### config.mk
export PLATFORM = sky130hd
export DESIGN_NAME = mci_trace_top
export DESIGN_NICKNAME = d
export VERILOG_FILES = /design/src/hdl/mci_dmi_pkg.sv /design/src/hdl/mci_trace_pkg.sv /design/src/hdl/mci_trace_top.sv /design/src/hdl/mci_trace_dmi_regs.sv /design/src/hdl/mci_trace_ring.sv /design/src/hdl/mci_trace_capture.sv
export VERILOG_INCLUDE_DIRS = /design/src /design/src/include
export SDC_FILE = /design/constraint.sdc
export NUM_CORES = 1
export LEC_CHECK = 0
export ABC_CLOCK_PERIOD_IN_PS = 15720
export BUFFER_PORTS_ARGS = -buffer_cell sky130_fd_sc_hd__buf_4
export CAP_MARGIN = 30
export CORE_ASPECT_RATIO = 0.9
export CORE_UTILIZATION = 50
export CTS_CLUSTER_DIAMETER = 40
export DETAILED_ROUTE_END_ITERATION = 8
export GPL_TIMING_DRIVEN = 0
export PLACE_DENSITY_LB_ADDON = 0.25
export SLEW_MARGIN = 20
export SYNTH_ARGS = -nofsm -noshare
export SYNTH_HDL_FRONTEND = slang
export SYNTH_HIERARCHICAL = 1
export SYNTH_SLANG_ARGS = --single-unit
### constraint.sdc
create_clock -name clk -period 15.72 [get_ports clk]
set_input_delay 0.786 -clock clk [delete_from_list [all_inputs] [get_ports clk]]
set_output_delay 0.786 -clock clk [all_outputs]
set_load 0.01 [all_outputs]
### src/include/mci_trace_macros.svh
/* Sizes, field widths and DMI register map of the MCU trace buffer.
   Include this header wherever these constants are needed. */
`ifndef MCI_TRACE_MACROS_SVH
`define MCI_TRACE_MACROS_SVH

// Record storage
`define MCI_TRACE_DEPTH      8
`define MCI_TRACE_PTR_W      3
`define MCI_TRACE_WORDS      4
// Record index in upper bits, word index in lower bits
`define MCI_TRACE_RD_PTR_W   5

// Trace port field widths
`define MCI_TRACE_DATA_W     32
`define MCI_TRACE_CAUSE_W    5

// DMI side
`define MCI_DMI_ADDR_W       7
`define MCI_DMI_DATA_W       32

// DMI register map
`define MCI_DMI_STATUS_ADDR  7'h50
`define MCI_DMI_WR_PTR_ADDR  7'h51
`define MCI_DMI_RD_PTR_ADDR  7'h52
`define MCI_DMI_DATA_ADDR    7'h53

`endif
### src/hdl/mci_dmi_pkg.sv
/* Types of the debug module register port and the trace status word.
   Imported by the DMI register block, the ring and the top level. */
`include "mci_trace_macros.svh"

package mci_dmi_pkg;

    typedef logic [`MCI_DMI_DATA_W-1:0] mci_dmi_word_t;

    // One DMI access, en is a single cycle strobe
    typedef struct packed {
        logic                       en;
        logic                       wr_en;
        logic [`MCI_DMI_ADDR_W-1:0] addr;
        mci_dmi_word_t              wdata;
    } mci_dmi_req_t;

    // Trace buffer status
    typedef struct packed {
        logic [29:0] rsvd;
        logic        valid;
        logic        wrapped;
    } mci_trace_status_t;

endpackage

### src/hdl/mci_trace_pkg.sv
/* Types for the processor trace port and the record kept in the buffer.
   Imported by the capture stage, the ring and the top level. */
`include "mci_trace_macros.svh"

package mci_trace_pkg;

    // Retired instruction trace fields, 103 bits
    typedef struct packed {
        logic [`MCI_TRACE_DATA_W-1:0]  insn;
        logic [`MCI_TRACE_DATA_W-1:0]  addr;
        logic                          exception;
        logic [`MCI_TRACE_CAUSE_W-1:0] ecause;
        logic                          interrupt;
        logic [`MCI_TRACE_DATA_W-1:0]  tval;
    } mci_trace_port_t;

    // Word 3 of a record
    typedef struct packed {
        logic [21:0]                   rsvd_hi;
        logic                          interrupt;
        logic                          exception;
        logic [2:0]                    rsvd_lo;
        logic [`MCI_TRACE_CAUSE_W-1:0] ecause;
    } mci_trace_info_t;

    // Word 0 sits in the low bits, so the record maps onto a word array
    typedef struct packed {
        mci_trace_info_t               info;
        logic [`MCI_TRACE_DATA_W-1:0]  tval;
        logic [`MCI_TRACE_DATA_W-1:0]  addr;
        logic [`MCI_TRACE_DATA_W-1:0]  insn;
    } mci_trace_rec_t;

endpackage

### src/hdl/mci_trace_top.sv
/* Top level of the MCU trace path: capture, ring buffer and DMI registers.
   Trace strobe in, debugger reads through the DMI register port. */
`include "mci_trace_macros.svh"

module mci_trace_top
    import mci_trace_pkg::*;
    import mci_dmi_pkg::*;
(
    input  logic            clk,
    input  logic            rst_n_i,
    input  logic            debug_locked_i,
    input  logic            trace_valid_i,
    input  mci_trace_port_t trace_i,
    input  mci_dmi_req_t    dmi_req_i,
    output mci_dmi_word_t   dmi_rdata_o
);

    // Capture to ring
    logic                           rec_wr;
    mci_trace_rec_t                 rec;

    // Ring and DMI block
    logic [`MCI_TRACE_RD_PTR_W-1:0] rd_ptr;
    mci_dmi_word_t                  rd_word;
    logic [`MCI_TRACE_PTR_W-1:0]    wr_ptr;
    mci_trace_status_t              status;

    mci_trace_capture i_mci_trace_capture (
        .clk,
        .rst_n_i,
        .trace_valid_i,
        .trace_i,
        .rec_wr_o (rec_wr),
        .rec_o    (rec)
    );

    mci_trace_ring i_mci_trace_ring (
        .clk,
        .rst_n_i,
        .rec_wr_i  (rec_wr),
        .rec_i     (rec),
        .rd_ptr_i  (rd_ptr),
        .rd_word_o (rd_word),
        .wr_ptr_o  (wr_ptr),
        .status_o  (status)
    );

    mci_trace_dmi_regs i_mci_trace_dmi_regs (
        .clk,
        .rst_n_i,
        .debug_locked_i,
        .dmi_req_i,
        .rd_word_i (rd_word),
        .wr_ptr_i  (wr_ptr),
        .status_i  (status),
        .rd_ptr_o  (rd_ptr),
        .rdata_o   (dmi_rdata_o)
    );

endmodule

### src/hdl/mci_trace_dmi_regs.sv
/* DMI register block of the trace buffer: status, pointers and data word.
   Owns the read pointer and returns zero on every read while debug is locked. */
`include "mci_trace_macros.svh"

module mci_trace_dmi_regs
    import mci_dmi_pkg::*;
(
    input  logic                           clk,
    input  logic                           rst_n_i,
    input  logic                           debug_locked_i,
    input  mci_dmi_req_t                   dmi_req_i,
    input  mci_dmi_word_t                  rd_word_i,
    input  logic [`MCI_TRACE_PTR_W-1:0]    wr_ptr_i,
    input  mci_trace_status_t              status_i,
    output logic [`MCI_TRACE_RD_PTR_W-1:0] rd_ptr_o,
    output mci_dmi_word_t                  rdata_o
);

    logic                           rd_stb;
    logic                           rd_ptr_wr;
    logic [`MCI_TRACE_RD_PTR_W-1:0] rd_ptr_q;
    mci_dmi_word_t                  rdata_d;
    mci_dmi_word_t                  rdata_q;

    //////////////////////////////
    // Request decode
    //////////////////////////////

    assign rd_stb    = dmi_req_i.en && !dmi_req_i.wr_en;
    // Only RD_PTR is writable
    assign rd_ptr_wr = dmi_req_i.en && dmi_req_i.wr_en &&
                       (dmi_req_i.addr == `MCI_DMI_RD_PTR_ADDR);

    always_ff @(posedge clk or negedge rst_n_i) begin
        if (!rst_n_i) begin
            rd_ptr_q <= '0;
        end else if (rd_ptr_wr) begin
            rd_ptr_q <= dmi_req_i.wdata[`MCI_TRACE_RD_PTR_W-1:0];
        end
    end

    //////////////////////////////
    // Read data
    //////////////////////////////

    always_comb begin
        case (dmi_req_i.addr)
            `MCI_DMI_STATUS_ADDR: rdata_d = mci_dmi_word_t'(status_i);
            `MCI_DMI_WR_PTR_ADDR: rdata_d = mci_dmi_word_t'(wr_ptr_i);
            `MCI_DMI_RD_PTR_ADDR: rdata_d = mci_dmi_word_t'(rd_ptr_q);
            `MCI_DMI_DATA_ADDR:   rdata_d = rd_word_i;
            default:              rdata_d = '0;
        endcase
        // Locked debug hides the whole buffer
        if (debug_locked_i) begin
            rdata_d = '0;
        end
    end

    // Held until the next read
    always_ff @(posedge clk or negedge rst_n_i) begin
        if (!rst_n_i) begin
            rdata_q <= '0;
        end else if (rd_stb) begin
            rdata_q <= rdata_d;
        end
    end

    assign rd_ptr_o = rd_ptr_q;
    assign rdata_o  = rdata_q;

endmodule

### src/hdl/mci_trace_ring.sv
/* Ring buffer of trace records, oldest entry overwritten when full.
   Write side from the capture stage, word read side for the DMI block. */
`include "mci_trace_macros.svh"

module mci_trace_ring
    import mci_trace_pkg::*;
    import mci_dmi_pkg::*;
(
    input  logic                           clk,
    input  logic                           rst_n_i,
    input  logic                           rec_wr_i,
    input  mci_trace_rec_t                 rec_i,
    input  logic [`MCI_TRACE_RD_PTR_W-1:0] rd_ptr_i,
    output mci_dmi_word_t                  rd_word_o,
    output logic [`MCI_TRACE_PTR_W-1:0]    wr_ptr_o,
    output mci_trace_status_t              status_o
);

    mci_trace_rec_t                                mem [`MCI_TRACE_DEPTH];
    logic [`MCI_TRACE_PTR_W-1:0]                   wr_ptr_q;
    logic                                          wrapped_q;
    logic                                          valid_q;
    logic [`MCI_TRACE_WORDS-1:0][`MCI_DMI_DATA_W-1:0] rd_rec_words;

    //////////////////////////////
    // Write side
    //////////////////////////////

    always_ff @(posedge clk or negedge rst_n_i) begin
        if (!rst_n_i) begin
            wr_ptr_q  <= '0;
            wrapped_q <= 1'b0;
            valid_q   <= 1'b0;
        end else if (rec_wr_i) begin
            wr_ptr_q <= wr_ptr_q + 1'b1;
            valid_q  <= 1'b1;
            // Sticky until reset
            if (wr_ptr_q == `MCI_TRACE_PTR_W'(`MCI_TRACE_DEPTH - 1)) begin
                wrapped_q <= 1'b1;
            end
        end
    end

    always_ff @(posedge clk) begin
        if (rec_wr_i) begin
            mem[wr_ptr_q] <= rec_i;
        end
    end

    //////////////////////////////
    // Read side
    //////////////////////////////

    // Upper pointer bits pick the record, low bits the word
    assign rd_rec_words = mem[rd_ptr_i[`MCI_TRACE_RD_PTR_W-1:
                                       `MCI_TRACE_RD_PTR_W-`MCI_TRACE_PTR_W]];
    assign rd_word_o    = rd_rec_words[rd_ptr_i[`MCI_TRACE_RD_PTR_W-`MCI_TRACE_PTR_W-1:0]];

    always_comb begin
        status_o         = '0;
        status_o.wrapped = wrapped_q;
        status_o.valid   = valid_q;
    end

    assign wr_ptr_o = wr_ptr_q;

endmodule

### src/hdl/mci_trace_capture.sv
/* Capture stage of the trace path, one cycle from trace strobe to record.
   Repacks the trace port fields into the stored record layout. */
module mci_trace_capture
    import mci_trace_pkg::*;
(
    input  logic            clk,
    input  logic            rst_n_i,
    input  logic            trace_valid_i,
    input  mci_trace_port_t trace_i,
    output logic            rec_wr_o,
    output mci_trace_rec_t  rec_o
);

    mci_trace_rec_t rec_d;
    mci_trace_rec_t rec_q;
    logic           rec_wr_q;

    // Field repacking
    always_comb begin
        rec_d                = '0;
        rec_d.insn           = trace_i.insn;
        rec_d.addr           = trace_i.addr;
        rec_d.tval           = trace_i.tval;
        rec_d.info.ecause    = trace_i.ecause;
        rec_d.info.exception = trace_i.exception;
        rec_d.info.interrupt = trace_i.interrupt;
    end

    always_ff @(posedge clk or negedge rst_n_i) begin
        if (!rst_n_i) begin
            rec_wr_q <= 1'b0;
        end else begin
            rec_wr_q <= trace_valid_i;
        end
    end

    // Record only follows a valid beat
    always_ff @(posedge clk) begin
        if (trace_valid_i) begin
            rec_q <= rec_d;
        end
    end

    assign rec_wr_o = rec_wr_q;
    assign rec_o    = rec_q;

endmodule

### Word-level counts from Yosys, hierarchy flattened

Memories as Yosys holds them, arrays and structs flattened.
Index checks and enable logic that the tools add are counted.

| storage, ports and cells | value |
|---|---|
| input bits | 148 |
| RAM bits | 824 |
| word-level logic and storage cells | 31 |
| memories kept | 1 |
| flip-flop bits (word level) | 146 |
| output and inout port bits | 32 |

| operators by class | value |
|---|---|
| reduce and logical (&&, ||, !) cells | 5 |
| order comparisons | 1 |
| add/sub/neg operators | 1 |
| multiplexer cells | 6 |
| equality and inequality tests | 5 |

Memories:

| memory | depth | bits a word | rd ports | clocked after Yosys merged registers in | wr ports | RTL line | text |
|---|---|---|---|---|---|---|---|
| i_mci_trace_ring.mem | 8 | 103 | 1 | 0 | 1 | mci_trace_ring.sv:19 | `` mci_trace_rec_t mem [`MCI_TRACE_DEPTH]; `` |

Operators by type and width:

| cell | number |
|---|---|
| $pmux 32 s4 | 1 |
| $bmux 32 s2 | 1 |
| $mux 32 | 2 |
| $eq 7x7->1 const B | 4 |
| $add 3x1->3 const B | 1 |
| $eq 3x3->1 const B | 1 |
| $logic_and 1x1->1 | 3 |
| $lt 2x3->1 const B | 1 |
| $mux 1 | 2 |
| $reduce_and 2->1 | 1 |
| $logic_not 1->1 | 1 |

### Longest topological paths before layout

Gate-level depths: netlist (run 1).
An unclocked memory read counts as a cell.

| depth | value |
|---|---|
| depth in word-level cells | 5 |
| mapped depth | 10 |
| gate-level depth less buffers | 7 |

### By module

The synthesis (run 1) kept the hierarchy.

By module, submodules not included:

| module | sequential area each (um^2) | area an instance (um^2) | times used | cells an instance |
|---|---|---|---|---|
| mci_trace_ring | 30874.6 | 40137.2 | 1 | 2241 |
| mci_trace_capture | 3118.0 | 3309.4 | 1 | 130 |
| mci_trace_dmi_regs | 925.9 | 1806.7 | 1 | 161 |

### Least setup slack after synthesis (run 1)

No wires, ideal clock.

| path | value |
|---|---|
| kind | register -> register |
| start point | register i_mci_trace_capture.rec_wr_q, in the netlist i_mci_trace_capture/rec_wr_o |
| end point | memory i_mci_trace_ring/mem[0][0] (netlist bit), enable pin |
| setup time | 0.772 ns |
| data required time | 14.948 ns |
| path buffers | 1 |
| path slack | 5.634 ns |
| cell stages (with the launch flop) | 4 |
| arrival | 9.314 ns |
| period minus slack after synthesis | 10.086 ns |
| cells stage by stage | dfrtp_1 -> clkbuf_1 -> nand2b_1 -> nor3_1 |

| between the ends | value |
|---|---|
| word-level cells in the longest chain between the ends | 2 |

RTL lines:

| element | RTL line | text |
|---|---|---|
| from (decl) | mci_trace_capture.sv:16 | `logic rec_wr_q;` |
| from (signal assigned) | mci_trace_capture.sv:33 | `rec_wr_q <= trace_valid_i;` |
| $mux 1 | mci_trace_ring.sv:45 | `if (rec_wr_i) begin` |
| $mux 1 (implied by the code) | mci_trace_ring.sv:46 | `mem[wr_ptr_q] <= rec_i;` |
| to (decl) | mci_trace_ring.sv:19 |  |

No other way between the ends.

### Final worst setup path (run 1)

| path | value |
|---|---|
| start point | register i_mci_trace_dmi_regs.rd_ptr_q[2], in the netlist i_mci_trace_dmi_regs/rd_ptr_o[2] |
| end point | register i_mci_trace_dmi_regs.rdata_q[2], in the netlist i_mci_trace_dmi_regs/rdata_o[2] |

| between the ends | value |
|---|---|
| word-level cells in the longest chain between the ends | 5 |

RTL lines:

| element | RTL line | text |
|---|---|---|
| from (decl) | mci_trace_dmi_regs.sv:21 | `` logic [`MCI_TRACE_RD_PTR_W-1:0] rd_ptr_q; `` |
| from (signal assigned) | mci_trace_dmi_regs.sv:38 | `` rd_ptr_q <= dmi_req_i.wdata[`MCI_TRACE_RD_PTR_W-1:0]; `` |
| $mem_v2 8x103 | -- |  |
| $bmux 32 s2 | mci_trace_ring.sv:57 | `` assign rd_word_o = rd_rec_words[rd_ptr_i[`MCI_TRACE_RD_PTR_W-`MCI_TRACE_PTR_W-1:0]]; `` |
| $mux 32 | mci_trace_ring.sv:57 |  |
| named net rd_word[2] | mci_trace_top.sv:24 | `mci_dmi_word_t rd_word;` |
| $pmux 32 s4 | mci_trace_dmi_regs.sv:47 | `case (dmi_req_i.addr)` |
| $mux 32 | mci_trace_dmi_regs.sv:55 | `if (debug_locked_i) begin` |
| to (signal assigned) | mci_trace_dmi_regs.sv:65 | `rdata_q <= rdata_d;` |
| to (decl) | mci_trace_dmi_regs.sv:23 | `mci_dmi_word_t rdata_q;` |

The timed path passes the listed nets, and every way through them passes these cells. The select of a mux whose other input is x is not followed.
A chain may end at the register's enable or synchronous reset.

==> out/metrics.cfg, run 1 <==
[timing]
setup_viol = 0
tightest_slew_ns = 0.940
min_period_ns = 3.53
clock-skew-final_ns = 0.0221
relSlewSlack = 0.370
slew_violations = 0
period_share = 0.225
fin_hold_ws_ns = 0.0933
rsz0062_at_grt = no
final-hold-violation-count = 0
max_clock_freq_mhz = 283

[critical_path]
cp_common_cell = buf_2
critPathCapture = i_mci_trace_dmi_regs/rdata_o[2]
rrSetupSlack_ns = 12.19
critical_path_class = reg -> reg
critical_path_depth = 9
critical_path.top_delay_family = buffers and inverters
crit_slowest_cell = dfrtp_1
critPathLaunchType = flop
cp_slowest_stage_delay_ns = 0.54
crit_buf_inv = 3
crit_required_ns = 16.33
worstPathArrival_ns = 4.15
r2r_end = i_mci_trace_dmi_regs/rdata_o[2]
startpoint = i_mci_trace_dmi_regs/rd_ptr_o[2]
reg2reg_from = i_mci_trace_dmi_regs/rd_ptr_o[2]
reg2reg_depth = 9
cp_max_fo = 10
endpoint_kind = flop
path_cells = nor2_1 > buf_2 > buf_2 > buf_2 > nand2_1 > a31oi_1 > nand3_1 > mux4_2 > a22o_1

[grt]
grt_max_degree = 68
grt_pass1_wl_um = 162000
grt_pass1_vias = 25100
grt_util_all_layers = 0.242
gr-total-overflow = 0
antenna_found_initial = 3

[run_status]
status = finished, final reports clean

[route]
drc = 0
ant_nets = 0
route.vias.total = 24500
first_iter_violations = 2537
viasPerCell = 5.78
dr.pass1.iters = 6
drt-total-wl_um = 111000
wl_per_cell_um = 26.0

[floorplanning]
die_area_um2 = 91700
num_rows = 104
die_x_um = 319
dieHeight_um = 287
ios = 180
initial_utilization = 0.505
core-area_um2 = 89500

[cts]
cts_setup_buffers = 0
clock-sinks = 1170
postCtsHoldBufs = 0
clock_latency_ns = 0.74
cts_tree = done
cts_buffers = 141
clock_path_buffers = 3
cts_max_level = 4
ctsResizeCount = 0
path_clk_slew_ns = 0.06
cts_root_buffer = clkbuf_16

[final_layout]
layout.cells.most_common = edfxtp_1
final_core_util = 0.607
syn2layout_area_growth_pct = 20.1
final_area_um2 = 54300
drive_gt1_frac = 0.203
fin_nets = 3112
fill_cells = 6413
layout_common_cells = edfxtp_1, mux2i_1, buf_4

[placed_design]
gp_congestion = 0.804
dp_hpwl_um = 72700
placed_area_um2 = 49500
io_buffers = 150

[power_and_ir_drop]
leakagePower_uw = 0.0180
p_per_area_nw_per_um2 = 151
ir_drop_uv = 106

[yosys]
syn_area_um2 = 45300
ys_seq_area_frac = 0.772
synth_seq_cells = 1170
ys_warn_count = 6
postSynthCellCount = 2532
avgSynthCellArea_um2 = 17.9
ys_types = 36

[min_path]
holdCritPathClass = in -> async

[flow_run]
maxCapViolCount = 0

flip-flops by register name, indices dropped and copies added, names as in the netlist:
signal and cells:
i_mci_trace_ring/valid_q 1, i_mci_trace_dmi_regs/rd_ptr_o 5, i_mci_trace_capture/rec_o 103, i_mci_trace_dmi_regs/rdata_o 32, i_mci_trace_capture/rec_wr_o 1, i_mci_trace_ring/wrapped_q 1
i_mci_trace_ring/mem 1024, i_mci_trace_ring/wr_ptr_o 3
cell usage after synthesis (all sizes together):
cell | instances | share of area
edfxtp | 1127 | 0.75
mux2i | 514 | 0.11
buf | 155 | 0.024
nand2 | 127 | 0.011
a22oi | 123 | 0.020
a21oi | 96 | 0.011
nand3 | 96 | 0.011
a22o | 68 | 0.013
clkbuf | 46 | 0.0040
dfrtp | 43 | 0.024
nor3 | 35 | 0.0040
a31oi | 32 | 0.0044
o31ai | 28 | 0.0046
nor2 | 8 | 0.00072
mux2 | 7 | 0.0017
nand2b | 6 | 0.00083
mux4 | 3 | 0.0015
and2 | 2 | 0.00028
conb | 2 | 0.00017
ha | 2 | 0.00055
nor2b | 2 | 0.00028
or2 | 2 | 0.00028
a21o | 1 | 0.00017
a2bb2oi | 1 | 0.00019
nand4b | 1 | 0.00019
nand4bb | 1 | 0.00061
nor4 | 1 | 0.00014
o2bb2ai | 1 | 0.00019
or3 | 1 | 0.00014
xor2 | 1 | 0.00019
power breakdown:
group / switching (uW) / internal, uW
combinational: 568 / 322
clock: 1280 / 2040
sequential: 135 / 3880
kinds of logic after synthesis:
kind of cell	synth area share
muxes	0.117
and+or+nand+nor	0.0286
other	0.000166
DFF	0.772
xor gates and xnor gates	0.000194
AOI/OAI and AO/OA	0.0538
adders and majority gates	0.000553
buffers and inverters	0.0281
final cells by class:
cell class,instances,area (um^2),area share
flip-flops and latches,1170,34900,0.642
multi-input cells,1214,9320,0.171
clock buffers,164,3710,0.0683
repair buffers,234,2510,0.0461
well taps,1166,1460,0.0268
plain buffers,201,1270,0.0234
clock inverters,95,1160,0.0214
diodes,1,2.50,0.0000460
routing by layer:
| layer | vias up | wire length [um] | GRT usage |
|---|---|---|---|
| met3 | 165 | 8810 | 0.0428 |
| met5 | - | 23 | 0 |
| met4 | 4 | 2260 | 0.0706 |
| li1 | 10800 | - | - |
| met1 | 12500 | 46900 | 0.342 |
| met2 | 1009 | 52500 | 0.388 |
per-stage QoR:
step | cells | TNS, ns | power, uW | setup WS, ns
floorplan | 2585 | 0 | 4550 | 5.63
global placement | 3901 | -907.86 | 4970 | -3.59
detailed placement | 3985 | 0 | 4970 | 12.29
CTS | 4244 | 0 | 8270 | 12.26
global route | 4244 | 0 | 8480 | 12.10
finish | 4245 | 0 | 8230 | 12.19
worst min path at each step:
stage                                     startpoint                               end  slack [ns]  depth (start not counted)
after CTS                                    rst_n_i   i_mci_trace_dmi_regs/rdata_o[6]        0.08                          1
after global placement    i_mci_trace_ring/wrapped_q        i_mci_trace_ring/wrapped_q        0.45                          1
final                                        rst_n_i  i_mci_trace_dmi_regs/rdata_o[13]        0.09                          1
after detailed placement    i_mci_trace_ring/valid_q          i_mci_trace_ring/valid_q        0.45                          1
after floorplan           i_mci_trace_ring/wrapped_q        i_mci_trace_ring/wrapped_q        0.43                          1
after global routing                         rst_n_i   i_mci_trace_dmi_regs/rdata_o[6]        0.12                          1
(Power assumes the default switching activity.)
==> inputs of run 2 (changes only) <==
Settings changed: ABC_CLOCK_PERIOD_IN_PS 15720 to 3600.
Clock period 15.72 ns to 3.6 ns, I/O delays scaled along.
==> run 2 against run 1 <==
Global-route usage increased by 0.33 points. Clock power increased to 4.3 times the previous value. Worst hold slack got worse by 0.059 ns. Critical endpoint unchanged. Register-to-register slack got worse by 12 ns. Largest cell class unchanged. First-iteration DRC count increased by 7.9%.
==> out/metrics.cfg, run 2 (synthesis results as in run 1) <==
[run_status]
status = finished, final reports clean

[cts]
path_clk_slew_ns = 0.06
cts_max_level = 4
cts_root_buffer = clkbuf_16
cts_tree = done
clock_path_buffers = 3
clock_latency_ns = 0.74
cts_buffers = 143
clock-sinks = 1170

[floorplanning]
num_rows = 104
ios = 180
dieHeight_um = 287
core-area_um2 = 89500
die_area_um2 = 91700
die_x_um = 319
initial_utilization = 0.505

[power_and_ir_drop]
intPower_uw = 27300
pwr-share-comb = 0.114
swShare = 0.243
p_per_area_nw_per_um2 = 647
leakagePower_uw = 0.0185
p_switching_uw = 8780
power_frac_seq = 0.487
ir_drop_uv = 376
clkPwrFrac = 0.399

[final_layout]
layout.cells.most_common = edfxtp_1
layout_common_cells = edfxtp_1, mux2i_1, buf_4
drive_gt1_frac = 0.196
syn2layout_area_growth_pct = 23.1
top_register = i_mci_trace_ring/mem
seq_area_um2 = 34900
multi_input_area_um2 = 9340
fill_cells = 6302
largest_reg_flops = 1024
fin_nets = 3223

[timing]
clock-skew-final_ns = 0.0268
tightest_slew_ns = 0.903
min_period_ns = 3.49
final-hold-violation-count = 0
slew_violations = 0
setup_viol = 0
fin_hold_ws_ns = 0.0340
rsz0062_at_grt = no
postLayoutSetupSlackWorst_ns = 0.108
max_clock_freq_mhz = 286
relSlewSlack = 0.398
period_share = 0.970

[critical_path]
critical_path_class = reg -> reg
startpoint = i_mci_trace_dmi_regs/rd_ptr_o[2]
worstPathArrival_ns = 4.10
endpoint_kind = flop
reg2reg_from = i_mci_trace_dmi_regs/rd_ptr_o[2]
critPathLaunchType = flop
crit_required_ns = 4.21
cp_max_fo = 10

[route]
viasPerCell = 5.75
ant_nets = 0
drc = 0
dr.pass1.iters = 5
drt-total-wl_um = 112000
wl_per_cell_um = 25.7
first_iter_violations = 2738
route.vias.total = 25100

[placed_design]
io_buffers = 150
dp_hpwl_um = 73100
preCtsSetupSlack_ns = 0.0756
gp_congestion = 0.783

[grt]
grt_pass1_vias = 25100
grt_pass1_wl_um = 163000
grt_max_degree = 66
gr-total-overflow = 0
grt_util_all_layers = 0.246
antenna_found_initial = 2

[min_path]
holdCritPathClass = in -> async

[flow_run]
maxCapViolCount = 0

-- run 2: cell count changes in the layout (fill, tap and decap cells not counted), moves of 4 or more --
| cell | previous run | this run |
|---|---|---|
| clkinv_1 | 20 | 15 |
| clkinv_8 | 3 | 8 |
| buf_4 | 268 | 238 |
| dlygate4sd3_1 | 0 | 120 |
| clkinv_4 | 13 | 4 |
| clkinvlp_4 | 7 | 11 |
| buf_16 | 21 | 26 |
| buf_8 | 0 | 16 |
| buf_6 | 28 | 23 |
-- run 2: worst paths after layout --
kind	to	slack (ns)	cells past startpoint
worst max-delay path	i_mci_trace_dmi_regs/rdata_o[2]	0.11	9
worst min-delay path	i_mci_trace_dmi_regs/rdata_o[9]	0.03	2
worst max register to register	i_mci_trace_dmi_regs/rdata_o[2]	0.11	9
worst min register to register	i_mci_trace_ring/valid_q	0.47	1
max in group asynchronous	i_mci_trace_dmi_regs/rdata_o[16]	3.12	2
min in group clk	i_mci_trace_dmi_regs/rdata_o[27]	0.10	5
-- run 2: through the flow --
step | utilization | setup TNS (ns) | instance area, um^2 | std cells | total power [uW]
6_report | 0.622 | 0 | 55700 | 4358 | 36100
3_3_place_gp | 0.537 | -3550.94 | 48100 | 3901 | 21200
2_1_floorplan | - | -582.80 | 45500 | 2585 | 19700
4_1_cts | 0.622 | 0 | 55700 | 4356 | 36300
5_1_grt | 0.622 | 0 | 55700 | 4356 | 37200
3_5_place_dp | 0.555 | 0 | 49700 | 3974 | 21800
-- run 2: final cells by class --
| type | instances | area share |
|---|---|---|
| buffer | 201 | 0.0231 |
| clock inverter | 94 | 0.0201 |
| sequential | 1170 | 0.627 |
| clock buffer | 168 | 0.0668 |
| timing repair buffer | 343 | 0.0693 |
| antenna | 2 | 0.0000898 |
| tap | 1166 | 0.0262 |
| multi-input combinational | 1214 | 0.168 |
-- run 2: what timing repair did --
action	in CTS	in global routing
hold endpoints to repair	202	0
resized for setup	0	4
setup endpoints to repair	0	2
hold buffers	120	0
buffers inserted	0	0
-- run 2: power groups by stage --
stage               Clock, uW  Sequential (uW)  Combinational (uW)
floorplan                   0            17800                1890
global placement            0            18100                3110
detailed placement          0            17800                4000
CTS                     14600            17600                4120
global route            15100            17700                4360
finish                  14400            17600                4120
-- run 2: layer usage --
layer  track usage  vias up  wire length, um
met2         0.391     1143            52800
met1         0.346    12700            47300
met3        0.0450      187             9270
li1              -    11100                -
met5             0        -                0
met4        0.0782        0             2630
-- run 2: worst max-delay path, cell delays in order (launching register included) --
cell and delay, ns:
dfrtp_1 0.59, nor2b_1 0.23, buf_4 0.25, buf_2 0.48, buf_1 0.50, nand2_1 0.10, nand3_1 0.18, nand3_1 0.28
mux4_2 0.54, a22o_1 0.20
